### config.mk
export PLATFORM = sky130hd
export DESIGN_NAME = mips_control_unit
export DESIGN_NICKNAME = d
export VERILOG_FILES = /design/src/hdl/mips_control_pkg.sv /design/src/hdl/instruction_decoder.sv /design/src/hdl/control_sequencer.sv /design/src/hdl/control_signal_decoder.sv /design/src/hdl/mips_control_unit.sv
export SDC_FILE = /design/constraint.sdc
export NUM_CORES = 1
export LEC_CHECK = 0
export BUFFER_PORTS_ARGS = -buffer_cell sky130_fd_sc_hd__buf_4
export CORE_ASPECT_RATIO = 1.25
export CORE_UTILIZATION = 50
export DETAILED_ROUTE_END_ITERATION = 6
export PLACE_DENSITY = 0.88
export SLEW_MARGIN = 20
export SYNTH_ARGS = -nofsm -noshare
export SYNTH_HDL_FRONTEND = slang
export SYNTH_SLANG_ARGS = --single-unit
### constraint.sdc
create_clock -name clk -period 2.4 [get_ports clk]
set_input_delay 0.12 -clock clk [delete_from_list [all_inputs] [get_ports clk]]
set_output_delay 0.12 -clock clk [all_outputs]
set_load 0.01 [all_outputs]
### src/hdl/mips_control_pkg.sv
`default_nettype none

package mips_control_pkg;

    // Step count from the external phase counter
    typedef logic [2:0] phase_t;

    // Instruction fields as seen by the decoder
    typedef logic [5:0] opcode_t;
    typedef logic [5:0] funct_t;

    // Supported opcodes
    localparam opcode_t OP_RTYPE = 6'h00;
    localparam opcode_t OP_J     = 6'h02;
    localparam opcode_t OP_BEQ   = 6'h04;
    localparam opcode_t OP_BNE   = 6'h05;
    localparam opcode_t OP_ADDI  = 6'h08;
    localparam opcode_t OP_SLTI  = 6'h0A;
    localparam opcode_t OP_ANDI  = 6'h0C;
    localparam opcode_t OP_ORI   = 6'h0D;
    localparam opcode_t OP_LUI   = 6'h0F;
    localparam opcode_t OP_LW    = 6'h23;
    localparam opcode_t OP_SW    = 6'h2B;

    // Supported R-type funct codes
    localparam funct_t FN_JR  = 6'h08;
    localparam funct_t FN_ADD = 6'h20;
    localparam funct_t FN_SUB = 6'h22;
    localparam funct_t FN_AND = 6'h24;
    localparam funct_t FN_OR  = 6'h25;
    localparam funct_t FN_SLT = 6'h2A;

    // FSM states, code 8 is unused
    typedef enum logic [3:0] {
        IDLE              = 4'd0,
        FETCH             = 4'd1,
        DECODE            = 4'd2,
        EXECUTE           = 4'd3,
        WRITE_BACK        = 4'd4,
        STORE             = 4'd5,
        LOAD              = 4'd6,
        EFFECTIVE_ADDR    = 4'd7,
        BRANCH_ADDR       = 4'd9,
        BRANCH_EQ_COMPARE = 4'd10,
        EXEC_JUMP         = 4'd11,
        UNDEFINED         = 4'd12,
        BRANCH_NE_COMPARE = 4'd13,
        UPDATE_PC         = 4'd14,
        RETIRE            = 4'd15
    } ctrl_state_t;

    // ALU operation codes as the datapath ALU expects them
    typedef enum logic [3:0] {
        ALU_AND = 4'd0,
        ALU_SUB = 4'd1,
        ALU_ADD = 4'd2,
        ALU_OR  = 4'd3,
        ALU_SLT = 4'd4,
        ALU_LUI = 4'd5
    } alu_op_t;

    // Operand B mux select
    typedef enum logic [1:0] {
        SRCB_REG         = 2'd0,
        SRCB_FOUR        = 2'd1,
        SRCB_IMM         = 2'd2,
        SRCB_IMM_SHIFTED = 2'd3
    } src_b_sel_t;

    // Jump target kind for the datapath
    typedef enum logic [1:0] {
        JUMP_NONE = 2'd0,
        JUMP_J    = 2'd1,
        JUMP_REG  = 2'd2
    } jump_kind_t;

    // Path taken out of DECODE
    typedef enum logic [2:0] {
        ROUTE_ALU       = 3'd0,
        ROUTE_MEM       = 3'd1,
        ROUTE_BRANCH    = 3'd2,
        ROUTE_JUMP      = 3'd3,
        ROUTE_UNDEFINED = 3'd4
    } exec_route_t;

    // Everything the FSM and control decoder need from one instruction
    typedef struct packed {
        exec_route_t route;
        jump_kind_t  jump_kind;
        logic        is_load;
        logic        branch_ne;
        logic        dest_is_rd;
        alu_op_t     alu_op;
        src_b_sel_t  src_b;
    } decoded_instr_t;

    // Datapath control word, first field is the MSB
    typedef struct packed {
        logic       iord;
        logic       mem_write;
        logic       ir_write;
        logic       reg_dst;
        logic       mem_to_reg;
        logic       pc_write;
        logic       branch;
        logic       pc_src;
        alu_op_t    alu_control;
        src_b_sel_t alu_src_b;
        logic       alu_src_a;
        logic       reg_write;
        logic       mem_select;
        logic       data_write;
        logic       rdx_en;
        logic       alu_result_en;
        logic       pc_en;
    } ctrl_word_t;

endpackage

`default_nettype wire

### src/hdl/instruction_decoder.sv
`timescale 1ns/100ps
`default_nettype none

module instruction_decoder
(
    input  mips_control_pkg::opcode_t        opcode,
    input  mips_control_pkg::funct_t         funct,
    output mips_control_pkg::decoded_instr_t decoded
);

    // ALU operation for arithmetic R-type funct codes
    mips_control_pkg::alu_op_t rtype_op;
    // Funct is one of the supported arithmetic codes
    logic                      rtype_ok;

    always_comb
    begin
        rtype_op = mips_control_pkg::ALU_AND;
        rtype_ok = 1'b1;
        case (funct)
            mips_control_pkg::FN_ADD: rtype_op = mips_control_pkg::ALU_ADD;
            mips_control_pkg::FN_SUB: rtype_op = mips_control_pkg::ALU_SUB;
            mips_control_pkg::FN_AND: rtype_op = mips_control_pkg::ALU_AND;
            mips_control_pkg::FN_OR:  rtype_op = mips_control_pkg::ALU_OR;
            mips_control_pkg::FN_SLT: rtype_op = mips_control_pkg::ALU_SLT;
            // jr and unknown codes are handled by the opcode lookup
            default:                  rtype_ok = 1'b0;
        endcase
    end

    always_comb
    begin
        // Anything not matched below is undefined with all other fields zero
        decoded = '0;
        decoded.route = mips_control_pkg::ROUTE_UNDEFINED;
        case (opcode)
            mips_control_pkg::OP_RTYPE:
            begin
                if (funct == mips_control_pkg::FN_JR)
                begin
                    decoded.route     = mips_control_pkg::ROUTE_JUMP;
                    decoded.jump_kind = mips_control_pkg::JUMP_REG;
                end
                else if (rtype_ok)
                begin
                    // Register operand, result goes to rd
                    decoded.route      = mips_control_pkg::ROUTE_ALU;
                    decoded.dest_is_rd = 1'b1;
                    decoded.alu_op     = rtype_op;
                    decoded.src_b      = mips_control_pkg::SRCB_REG;
                end
            end
            mips_control_pkg::OP_ADDI, mips_control_pkg::OP_SLTI,
            mips_control_pkg::OP_ANDI, mips_control_pkg::OP_ORI,
            mips_control_pkg::OP_LUI:
            begin
                // Immediate operand, result goes to rt
                decoded.route = mips_control_pkg::ROUTE_ALU;
                decoded.src_b = mips_control_pkg::SRCB_IMM;
                case (opcode)
                    mips_control_pkg::OP_SLTI: decoded.alu_op = mips_control_pkg::ALU_SLT;
                    mips_control_pkg::OP_ANDI: decoded.alu_op = mips_control_pkg::ALU_AND;
                    mips_control_pkg::OP_ORI:  decoded.alu_op = mips_control_pkg::ALU_OR;
                    mips_control_pkg::OP_LUI:  decoded.alu_op = mips_control_pkg::ALU_LUI;
                    default:                   decoded.alu_op = mips_control_pkg::ALU_ADD;
                endcase
            end
            mips_control_pkg::OP_LW, mips_control_pkg::OP_SW:
            begin
                // Base plus offset address
                decoded.route   = mips_control_pkg::ROUTE_MEM;
                decoded.alu_op  = mips_control_pkg::ALU_ADD;
                decoded.src_b   = mips_control_pkg::SRCB_IMM;
                decoded.is_load = (opcode == mips_control_pkg::OP_LW);
            end
            mips_control_pkg::OP_BEQ, mips_control_pkg::OP_BNE:
            begin
                decoded.route     = mips_control_pkg::ROUTE_BRANCH;
                decoded.alu_op    = mips_control_pkg::ALU_SUB;
                decoded.branch_ne = (opcode == mips_control_pkg::OP_BNE);
            end
            mips_control_pkg::OP_J:
            begin
                decoded.route     = mips_control_pkg::ROUTE_JUMP;
                decoded.jump_kind = mips_control_pkg::JUMP_J;
                decoded.alu_op    = mips_control_pkg::ALU_ADD;
            end
            default:
            begin
                decoded.route = mips_control_pkg::ROUTE_UNDEFINED;
            end
        endcase
    end

endmodule

`default_nettype wire

### src/hdl/control_sequencer.sv
`timescale 1ns/100ps
`default_nettype none

module control_sequencer
(
    input  logic                             clk,
    input  logic                             reset,
    input  mips_control_pkg::phase_t         phase,
    input  mips_control_pkg::decoded_instr_t decoded,
    output mips_control_pkg::ctrl_state_t    state
);

    mips_control_pkg::ctrl_state_t next_state;

    // Each state holds until the phase counter reaches its advancing value
    always_comb
    begin
        next_state = state;
        case (state)
            mips_control_pkg::IDLE:
            begin
                if (phase == 3'd1)
                    next_state = mips_control_pkg::FETCH;
            end
            mips_control_pkg::FETCH:
            begin
                if (phase == 3'd2)
                    next_state = mips_control_pkg::DECODE;
            end
            mips_control_pkg::DECODE:
            begin
                // Route chosen by the instruction decoder
                if (phase == 3'd3)
                begin
                    case (decoded.route)
                        mips_control_pkg::ROUTE_ALU:
                            next_state = mips_control_pkg::EXECUTE;
                        mips_control_pkg::ROUTE_MEM:
                            next_state = mips_control_pkg::EFFECTIVE_ADDR;
                        mips_control_pkg::ROUTE_BRANCH:
                            next_state = mips_control_pkg::BRANCH_ADDR;
                        mips_control_pkg::ROUTE_JUMP:
                            next_state = mips_control_pkg::EXEC_JUMP;
                        default:
                            next_state = mips_control_pkg::UNDEFINED;
                    endcase
                end
            end
            mips_control_pkg::EXECUTE:
            begin
                if (phase == 3'd4)
                    next_state = mips_control_pkg::WRITE_BACK;
            end
            mips_control_pkg::EFFECTIVE_ADDR:
            begin
                // lw reads memory, sw writes it
                if (phase == 3'd4)
                    next_state = decoded.is_load ? mips_control_pkg::LOAD
                                                 : mips_control_pkg::STORE;
            end
            mips_control_pkg::BRANCH_ADDR:
            begin
                if (phase == 3'd4)
                    next_state = decoded.branch_ne ? mips_control_pkg::BRANCH_NE_COMPARE
                                                   : mips_control_pkg::BRANCH_EQ_COMPARE;
            end
            mips_control_pkg::EXEC_JUMP:
            begin
                if (phase == 3'd4)
                    next_state = mips_control_pkg::UPDATE_PC;
            end
            mips_control_pkg::WRITE_BACK, mips_control_pkg::STORE,
            mips_control_pkg::LOAD, mips_control_pkg::BRANCH_EQ_COMPARE,
            mips_control_pkg::BRANCH_NE_COMPARE, mips_control_pkg::UPDATE_PC:
            begin
                // Last active step of every path
                if (phase == 3'd5)
                    next_state = mips_control_pkg::RETIRE;
            end
            mips_control_pkg::RETIRE:
            begin
                // Next instruction starts here
                if (phase == 3'd1)
                    next_state = mips_control_pkg::FETCH;
            end
            mips_control_pkg::UNDEFINED:
            begin
                // Drop back without waiting for the phase
                next_state = mips_control_pkg::IDLE;
            end
            default:
            begin
                next_state = mips_control_pkg::IDLE;
            end
        endcase
    end

    always_ff @(posedge clk or negedge reset)
    begin
        if (!reset)
            state <= mips_control_pkg::IDLE;
        else
            state <= next_state;
    end

endmodule

`default_nettype wire

### src/hdl/control_signal_decoder.sv
`timescale 1ns/100ps
`default_nettype none

module control_signal_decoder
(
    input  mips_control_pkg::ctrl_state_t    state,
    input  mips_control_pkg::decoded_instr_t decoded,
    input  logic                             zero,
    output mips_control_pkg::ctrl_word_t     ctrl
);

    always_comb
    begin
        // Every field inactive unless the state asks for it
        ctrl = '0;
        case (state)
            mips_control_pkg::FETCH:
            begin
                // Load IR and compute PC + 4
                ctrl.ir_write    = 1'b1;
                ctrl.alu_src_b   = mips_control_pkg::SRCB_FOUR;
                ctrl.alu_control = mips_control_pkg::ALU_ADD;
                ctrl.pc_write    = 1'b1;
            end
            mips_control_pkg::DECODE:
            begin
                // Latch register operands and set up the ALU early
                ctrl.reg_dst     = decoded.dest_is_rd;
                ctrl.rdx_en      = 1'b1;
                ctrl.alu_src_b   = decoded.src_b;
                ctrl.alu_control = decoded.alu_op;
                ctrl.alu_src_a   = 1'b1;
            end
            mips_control_pkg::EXECUTE, mips_control_pkg::EXEC_JUMP:
            begin
                ctrl.reg_dst       = decoded.dest_is_rd;
                ctrl.alu_src_b     = decoded.src_b;
                ctrl.alu_control   = decoded.alu_op;
                ctrl.alu_src_a     = 1'b1;
                ctrl.alu_result_en = 1'b1;
                // Jumps also load the new target into the PC
                ctrl.pc_write      = (state == mips_control_pkg::EXEC_JUMP);
            end
            mips_control_pkg::UPDATE_PC:
            begin
                // Refetch from the jump target
                ctrl.ir_write    = 1'b1;
                ctrl.alu_src_b   = mips_control_pkg::SRCB_FOUR;
                ctrl.alu_control = mips_control_pkg::ALU_ADD;
            end
            mips_control_pkg::WRITE_BACK:
            begin
                // ALU result into the register file
                ctrl.reg_dst       = decoded.dest_is_rd;
                ctrl.reg_write     = 1'b1;
                ctrl.alu_control   = decoded.alu_op;
                ctrl.alu_result_en = 1'b1;
            end
            mips_control_pkg::EFFECTIVE_ADDR:
            begin
                // Base register plus immediate offset
                ctrl.rdx_en        = 1'b1;
                ctrl.alu_src_b     = mips_control_pkg::SRCB_IMM;
                ctrl.alu_control   = decoded.alu_op;
                ctrl.alu_src_a     = 1'b1;
                ctrl.alu_result_en = 1'b1;
            end
            mips_control_pkg::STORE:
            begin
                // Data RAM write at the computed address
                ctrl.iord       = 1'b1;
                ctrl.mem_write  = 1'b1;
                ctrl.mem_select = 1'b1;
            end
            mips_control_pkg::LOAD:
            begin
                // Data RAM read straight into the register file
                ctrl.iord       = 1'b1;
                ctrl.mem_select = 1'b1;
                ctrl.data_write = 1'b1;
                ctrl.mem_to_reg = 1'b1;
                ctrl.reg_dst    = decoded.dest_is_rd;
                ctrl.reg_write  = 1'b1;
            end
            mips_control_pkg::RETIRE:
            begin
                // Loads get one more write so the data register value lands
                ctrl.iord       = 1'b1;
                ctrl.mem_to_reg = decoded.is_load;
                ctrl.reg_write  = decoded.is_load;
            end
            mips_control_pkg::BRANCH_ADDR:
            begin
                // PC + (imm << 2) into the ALU result register
                ctrl.alu_src_b     = mips_control_pkg::SRCB_IMM_SHIFTED;
                ctrl.alu_control   = mips_control_pkg::ALU_ADD;
                ctrl.alu_result_en = 1'b1;
            end
            mips_control_pkg::BRANCH_EQ_COMPARE, mips_control_pkg::BRANCH_NE_COMPARE:
            begin
                // Subtract the operands and take the target on the zero flag
                ctrl.rdx_en      = 1'b1;
                ctrl.alu_control = mips_control_pkg::ALU_SUB;
                ctrl.alu_src_a   = 1'b1;
                ctrl.pc_src      = 1'b1;
                if (state == mips_control_pkg::BRANCH_NE_COMPARE)
                    ctrl.branch = ~zero;
                else
                    ctrl.branch = zero;
            end
            default:
            begin
                // IDLE and UNDEFINED keep the datapath still
                ctrl = '0;
            end
        endcase
        // PC register loads on an unconditional write or a taken branch
        ctrl.pc_en = ctrl.branch | ctrl.pc_write;
    end

endmodule

`default_nettype wire

### src/hdl/mips_control_unit.sv
`timescale 1ns/100ps
`default_nettype none

module mips_control_unit
(
    input  logic                         clk,
    input  logic                         reset,
    input  mips_control_pkg::phase_t     phase,
    input  mips_control_pkg::opcode_t    opcode,
    input  mips_control_pkg::funct_t     funct,
    input  logic                         zero,
    output mips_control_pkg::ctrl_word_t ctrl,
    output mips_control_pkg::jump_kind_t jump_kind
);

    // Decoded view of the current instruction, shared by FSM and control decode
    mips_control_pkg::decoded_instr_t decoded;
    mips_control_pkg::ctrl_state_t    state;

    instruction_decoder u_instruction_decoder
    (
        .opcode  (opcode),
        .funct   (funct),
        .decoded (decoded)
    );

    control_sequencer u_control_sequencer
    (
        .clk     (clk),
        .reset   (reset),
        .phase   (phase),
        .decoded (decoded),
        .state   (state)
    );

    control_signal_decoder u_control_signal_decoder
    (
        .state   (state),
        .decoded (decoded),
        .zero    (zero),
        .ctrl    (ctrl)
    );

    // Datapath picks the jump target from this in every state
    assign jump_kind = decoded.jump_kind;

endmodule

`default_nettype wire

---- Yosys cells after proc, flatten, opt, wreduce, memory -nomap -nowiden ----
Cells that the tools add are included.
W data, S select, Z words.
word-level totals
  memory bits (writable) .................. 0
  latch bits .............................. 0
  memories kept ........................... 0
  register bits ........................... 4
  bits in read-only memories .............. 0
operators by class
  bitwise gates (word level) .............. 2
  shifts and indexed selects .............. 0
  add/sub/neg operators ................... 0
  equality and inequality tests ........... 45
  multipliers ............................. 0
  magnitude comparators ................... 0
  reductions and logical operators ........ 25
  mux-type cells .......................... 43
  div/mod/pow operators ................... 0
operators by type and width
  cell                  count
  $eq A6 B6 Y1 const B  7
  $eq A6 B4 Y1 const B  6
  $mux W4               8
  $pmux W4 S4           2
  $pmux W4 S8           1
  $reduce_or A5 Y1      5
  $eq A4 B4 Y1 const B  6
  $pmux W3 S4           2
  $eq A4 B3 Y1 const B  4
  $ne A2 B1 Y1 const B  8
  $reduce_or A2 Y1      8
  $pmux W3 S5           1
  $mux W1               14
  $mux W7               2
  $eq A3 B2 Y1 const B  4
  $eq A6 B3 Y1 const B  2
  $pmux W4 S3           1
  $reduce_or A3 Y1      4
  $reduce_or A6 Y1      2
  $mux W3               3
  $eq A4 B2 Y1 const B  2
  $pmux W2 S2           2
  $pmux W2 S4           1
  $reduce_and A8 Y1     1
  13 further kinds      19

---- Longest topological paths before layout ----
  depth in word-level cells ............... 10
  mapped depth ............................ 7
  mapped depth without buffers ............ 5

---- Hierarchy ----
From an unflattened synthesis, not the netlist that was laid out.
unflattened totals
  cell total of the unflattened synthesis .. 204
  area total of the unflattened synthesis .. 1415.1 µm²
by module, submodules not included
  module                  area an instance (µm²)  cells each  instances
  control_sequencer       553.0                   73          1
  control_signal_decoder  484.2                   71          1
  instruction_decoder     377.9                   60          1

---- Least setup slack after synthesis ----
No wires, ideal clock.
  path type ............................... register to register
  from .................................... register u_control_sequencer.state[3]
  to ...................................... register u_control_sequencer.state[0]
  path slack .............................. 0.563 ns
  data arrival time ....................... 1.710 ns
  library setup time ...................... 0.126 ns
  period minus slack after synthesis ...... 1.837 ns
  path buffers ............................ 0
  stages on the path, launching flop included .. 6
  cells stage by stage .................... dfrtp_1 > nand2b_4 > a211o_1 > and3_4 > or3_4 > o32a_1
between the ends
  word-level cells in the longest chain between the ends .. 4
  elaborated cells on any way between the ends .. 26
  those cells by class .................... 21 x eq/ne; 1 x mux; 4 x reduce/logical
ends and longest elaborated chain
  element                                               RTL line                  RTL
  start, declared                                       control_sequencer.sv:10   output mips_control_pkg::ctrl_state_t state
  start signal, assigned                                control_sequencer.sv:101  state <= mips_control_pkg::IDLE;
  start signal, assigned                                control_sequencer.sv:103  state <= next_state;
  $eq A4 B3 Y1 (tied with other cells)                  control_sequencer.sv:19   case (state)
  $reduce_or A6 Y1 or $reduce_or A2 Y1 (tied branches)  n/a
  $ne A2 B1 Y1 (no line)                                n/a
  $reduce_and A8 Y1 (no line)                           n/a
Parallel ways exist; a longest one is shown, timed or not.
A chain may end at the register's enable or synchronous reset.

==> results.py <==
metrics = {
    "clock_tree": {
        "cts_tree": "built",
        "clk_pin_slew_ps": 40,
        "cts_buffers": 3,
        "clk_path_buf_depth": 2,
        "cts_resized": 0,
        "clkLatencyLatePin_ps": 230,
        "cts_root_buf": "clkbuf_4",
        "cts_sinks": 4,
        "cts_max_level": 1,
    },
    "power": {
        "p_int_mw": 0.759,
        "p_per_area_nw_per_um2": 1090,
        "cellLeakagePower_nw": 0.625,
        "p_switching_mw": 0.842,
        "vdd_drop_max_mv": 1.20,
        "p_sw_frac": 0.526,
        "combPwrFrac": 0.837,
        "power_frac_seq": 0.112,
        "p_clk_frac": 0.052,
    },
    "setup_path": {
        "rr_startpoint": "u_control_sequencer.state[2]",
        "crit_path_frequent_cell": "buf_4",
        "crit_path_top_delay_cell": "dfrtp_1",
        "cp_top_family": "simple AND/OR/NAND/NOR gates",
        "crit_start": "u_control_sequencer.state[1]",
        "cp_cell_sequence": "buf_4 -> nand2b_1 -> nor3_1 -> o21a_1 -> or2_2 -> buf_4",
        "critPathBufInv": 2,
        "cp.arrival_ps": 2080,
        "critPathKind": "reg2out",
        "cp-start-kind": "flip-flop",
        "crit_path_end_kind": "output pin",
        "critPathMaxStageDelay_ps": 470,
        "required_ps": 2280,
        "critPathMaxFanout": 22,
    },
    "yosys": {
        "syn_area_um2": 1160,
        "synth_fa_ha_area_frac": 0,
        "yosys-mux-area-fraction": 0.0443,
        "synth_xor_area_frac": 0.00757,
        "synthArstFlopShare": 1.00,
        "seq_area_frac_synth": 0.0865,
        "synth-edff-count": 0,
        "synth_compound_area_frac": 0.301,
        "yosys.area_share.simple": 0.472,
        "synth_nets": 201,
        "ys.warnings.count": 0,
        "postSynthAreaPerCell_um2": 6.32,
        "synth_ff_type": "dfrtp_1",
        "synth_cell_types": 55,
        "synth_cells": 183,
        "ys_ff_latch": 4,
        "synth_top_family_by_area": "simple AND/OR/NAND/NOR gates",
    },
    "sta": {
        "max-slew-margin-rel": 0.598,
        "worstMarginPinSlew_ps": 597,
        "final_max_slew_viol_count": 0,
        "fin_tns_setup_ps": 0,
        "period_needed_ps": 2200,
        "rsz0062_at_grt": "no",
        "max_freq_ghz": 0.455,
        "hold_violations": 0,
        "setup_viol": 0,
        "fin_skew_ps": 1.97,
        "fin_crit_sh": 0.915,
    },
    "final_layout": {
        "drive_gt1_frac": 0.258,
        "largest_reg_flops": 4,
        "reg.largest.list": "u_control_sequencer.state (4)",
        "antennaDiodeCount": 0,
        "fill_cells": 206,
        "regMostFlops": "u_control_sequencer.state",
        "stdcell_count": 244,
        "area_growth_pct": 27.1,
        "nets": 233,
    },
    "routing": {
        "ant_nets": 0,
        "drt_iter0_markers": 64,
        "drc_errors": 0,
        "wl_per_cell_um": 14.8,
        "viasPerCell": 6.22,
        "vias": 1518,
        "routed_wl_um": 3620,
        "drtPass1Iterations": 4,
    },
    "grt": {
        "overflow": 0,
        "grt_pass1_wl_um": 5860,
        "grtUsageTotal": 0.311,
        "grt_pass1_vias": 1363,
        "antenna_found_initial": 0,
        "grt_max_degree": 23,
    },
    "placement": {
        "dp_cells": 240,
        "dp_hpwl_um": 2800,
        "gp_congestion": 1.03,
        "place.port_buffers": 39,
    },
    "die": {
        "die_w_um": 45.0,
        "row_count": 19,
        "die_h_um": 55.8,
        "io_pins": 41,
        "fp.coreArea_um2": 2190,
        "start_util": 0.529,
        "dieArea_um2": 2510,
    },
    "run": {
        "drv_cap": 0,
    },
    "min_path": {
        "hold_path.class": "in2async",
    },
    "run_status": {
        "status": "complete, no violations",
    },
}
## layer usage
metal	up-vias	share of wire	global-route usage
met5	-	0	0
met4	0	0.023	0.173
met3	10	0.059	0.0682
met2	77	0.52	0.524
met1	694	0.40	0.343
li1	737	-	-
## path summary, 6_finish.rpt
path | end | slack (ps) | cells past startpoint
worst min-delay path | u_control_sequencer.state[0] | 220 | 2
max in group asynchronous | u_control_sequencer.state[3] | 2080 | 2
worst max register to register | u_control_sequencer.state[3] | 330 | 5
worst max-delay path | ctrl[0] | 200 | 6
min in group clk | u_control_sequencer.state[3] | 390 | 5
worst min register to register | u_control_sequencer.state[0] | 710 | 1
## area by class of cell
cell class / instances / area (um2) / share of cell area
multi-input cells: 157 / 958 / 0.651
repair buffers: 44 / 333 / 0.226
flip-flops and latches: 4 / 100 / 0.0680
well taps: 31 / 38.8 / 0.0264
clock buffers: 3 / 22.5 / 0.0153
inverters: 5 / 18.8 / 0.0128
## cell usage after synthesis, types with 2 or more instances
master	count	area share
o21bai_1	2	0.013
nand3_1	4	0.017
a21oi_1	9	0.039
mux2i_1	4	0.035
buf_1	5	0.016
o32a_1	2	0.017
nand3b_1	2	0.013
nand2_1	19	0.062
o22ai_1	5	0.027
and2_1	2	0.011
nand4_1	3	0.016
a32oi_1	2	0.015
clkbuf_1	6	0.019
nand2b_1	6	0.032
buf_2	4	0.017
nor4_1	7	0.038
nor3b_1	2	0.013
dfrtp_1	4	0.086
and3_1	3	0.016
inv_1	4	0.013
nor3_1	7	0.030
or2_2	2	0.011
nor2b_1	11	0.059
a2bb2oi_1	2	0.015
o21a_1	2	0.013
nor2_1	19	0.062
o211ai_1	2	0.013
o21ai_0	14	0.061
nand4b_1	3	0.023
## metrics by stage
| stage | setup WS [ps] | util | hold slack, ps | area [um2] | power [mW] |
|---|---|---|---|---|---|
| detailed placement | 326 | 0.658 | -81.1 | 1440 | 1.50 |
| finish | 203 | 0.673 | 217 | 1470 | 1.60 |
| global placement | 446 | 0.658 | -82.0 | 1440 | 1.47 |
| floorplan | 563 | - | -176 | 1160 | 1.07 |
| CTS | 215 | 0.673 | 206 | 1470 | 1.60 |
| global route | 81.4 | 0.673 | 211 | 1470 | 1.75 |
## worst register-to-register path: stages, from the launching register on
cell,delay [ps]
dfrtp_1,590
nor2b_1,110
o21ai_0,220
a32oi_1,190
or3_4,450
o32ai_1,380
## timing repair
action,in CTS,in global routing
hold endpoints to repair,4,0
setup buffers,0,0
hold buffers,1,0
## layout by cell type, fill, tap and decap left out, types with 2 or more instances in the layout
cell type / count
nand2b_1: 6
nor3b_1: 2
a2bb2oi_1: 2
o32a_1: 2
o21bai_1: 2
dfrtp_1: 4
nand3b_1: 2
nor4_1: 7
nor3_1: 7
clkbuf_4: 3
nand3_1: 4
nand4b_1: 3
a32oi_1: 2
nand2_1: 19
inv_1: 4
nand4_1: 3
a21oi_1: 9
o21ai_0: 14
and2_1: 2
o21a_1: 2
nor2b_1: 11
mux2i_1: 4
buf_4: 43
and3_1: 3
or2_2: 2
nor2_1: 19
o22ai_1: 5
o211ai_1: 2
## logic make-up (layout without fill, tap and decap cells)
family	count (synthesis)	count (layout)
and+or+nand+nor	98	98
AOI/OAI and AO/OA	52	52
buffers and inverters	22	52
muxes	5	5
DFF	4	4
other	1	1
xor gates and xnor gates	1	1
## power groups by stage
stage / Sequential (mW) / Clock, mW / Combinational (mW)
floorplan: 0.132 / 0 / 0.942
global placement: 0.171 / 0 / 1.30
detailed placement: 0.175 / 0 / 1.33
CTS: 0.175 / 0.0897 / 1.33
global route: 0.184 / 0.0976 / 1.46
finish: 0.179 / 0.0829 / 1.34
No activity file was read; power rests on OpenSTA's default activity.
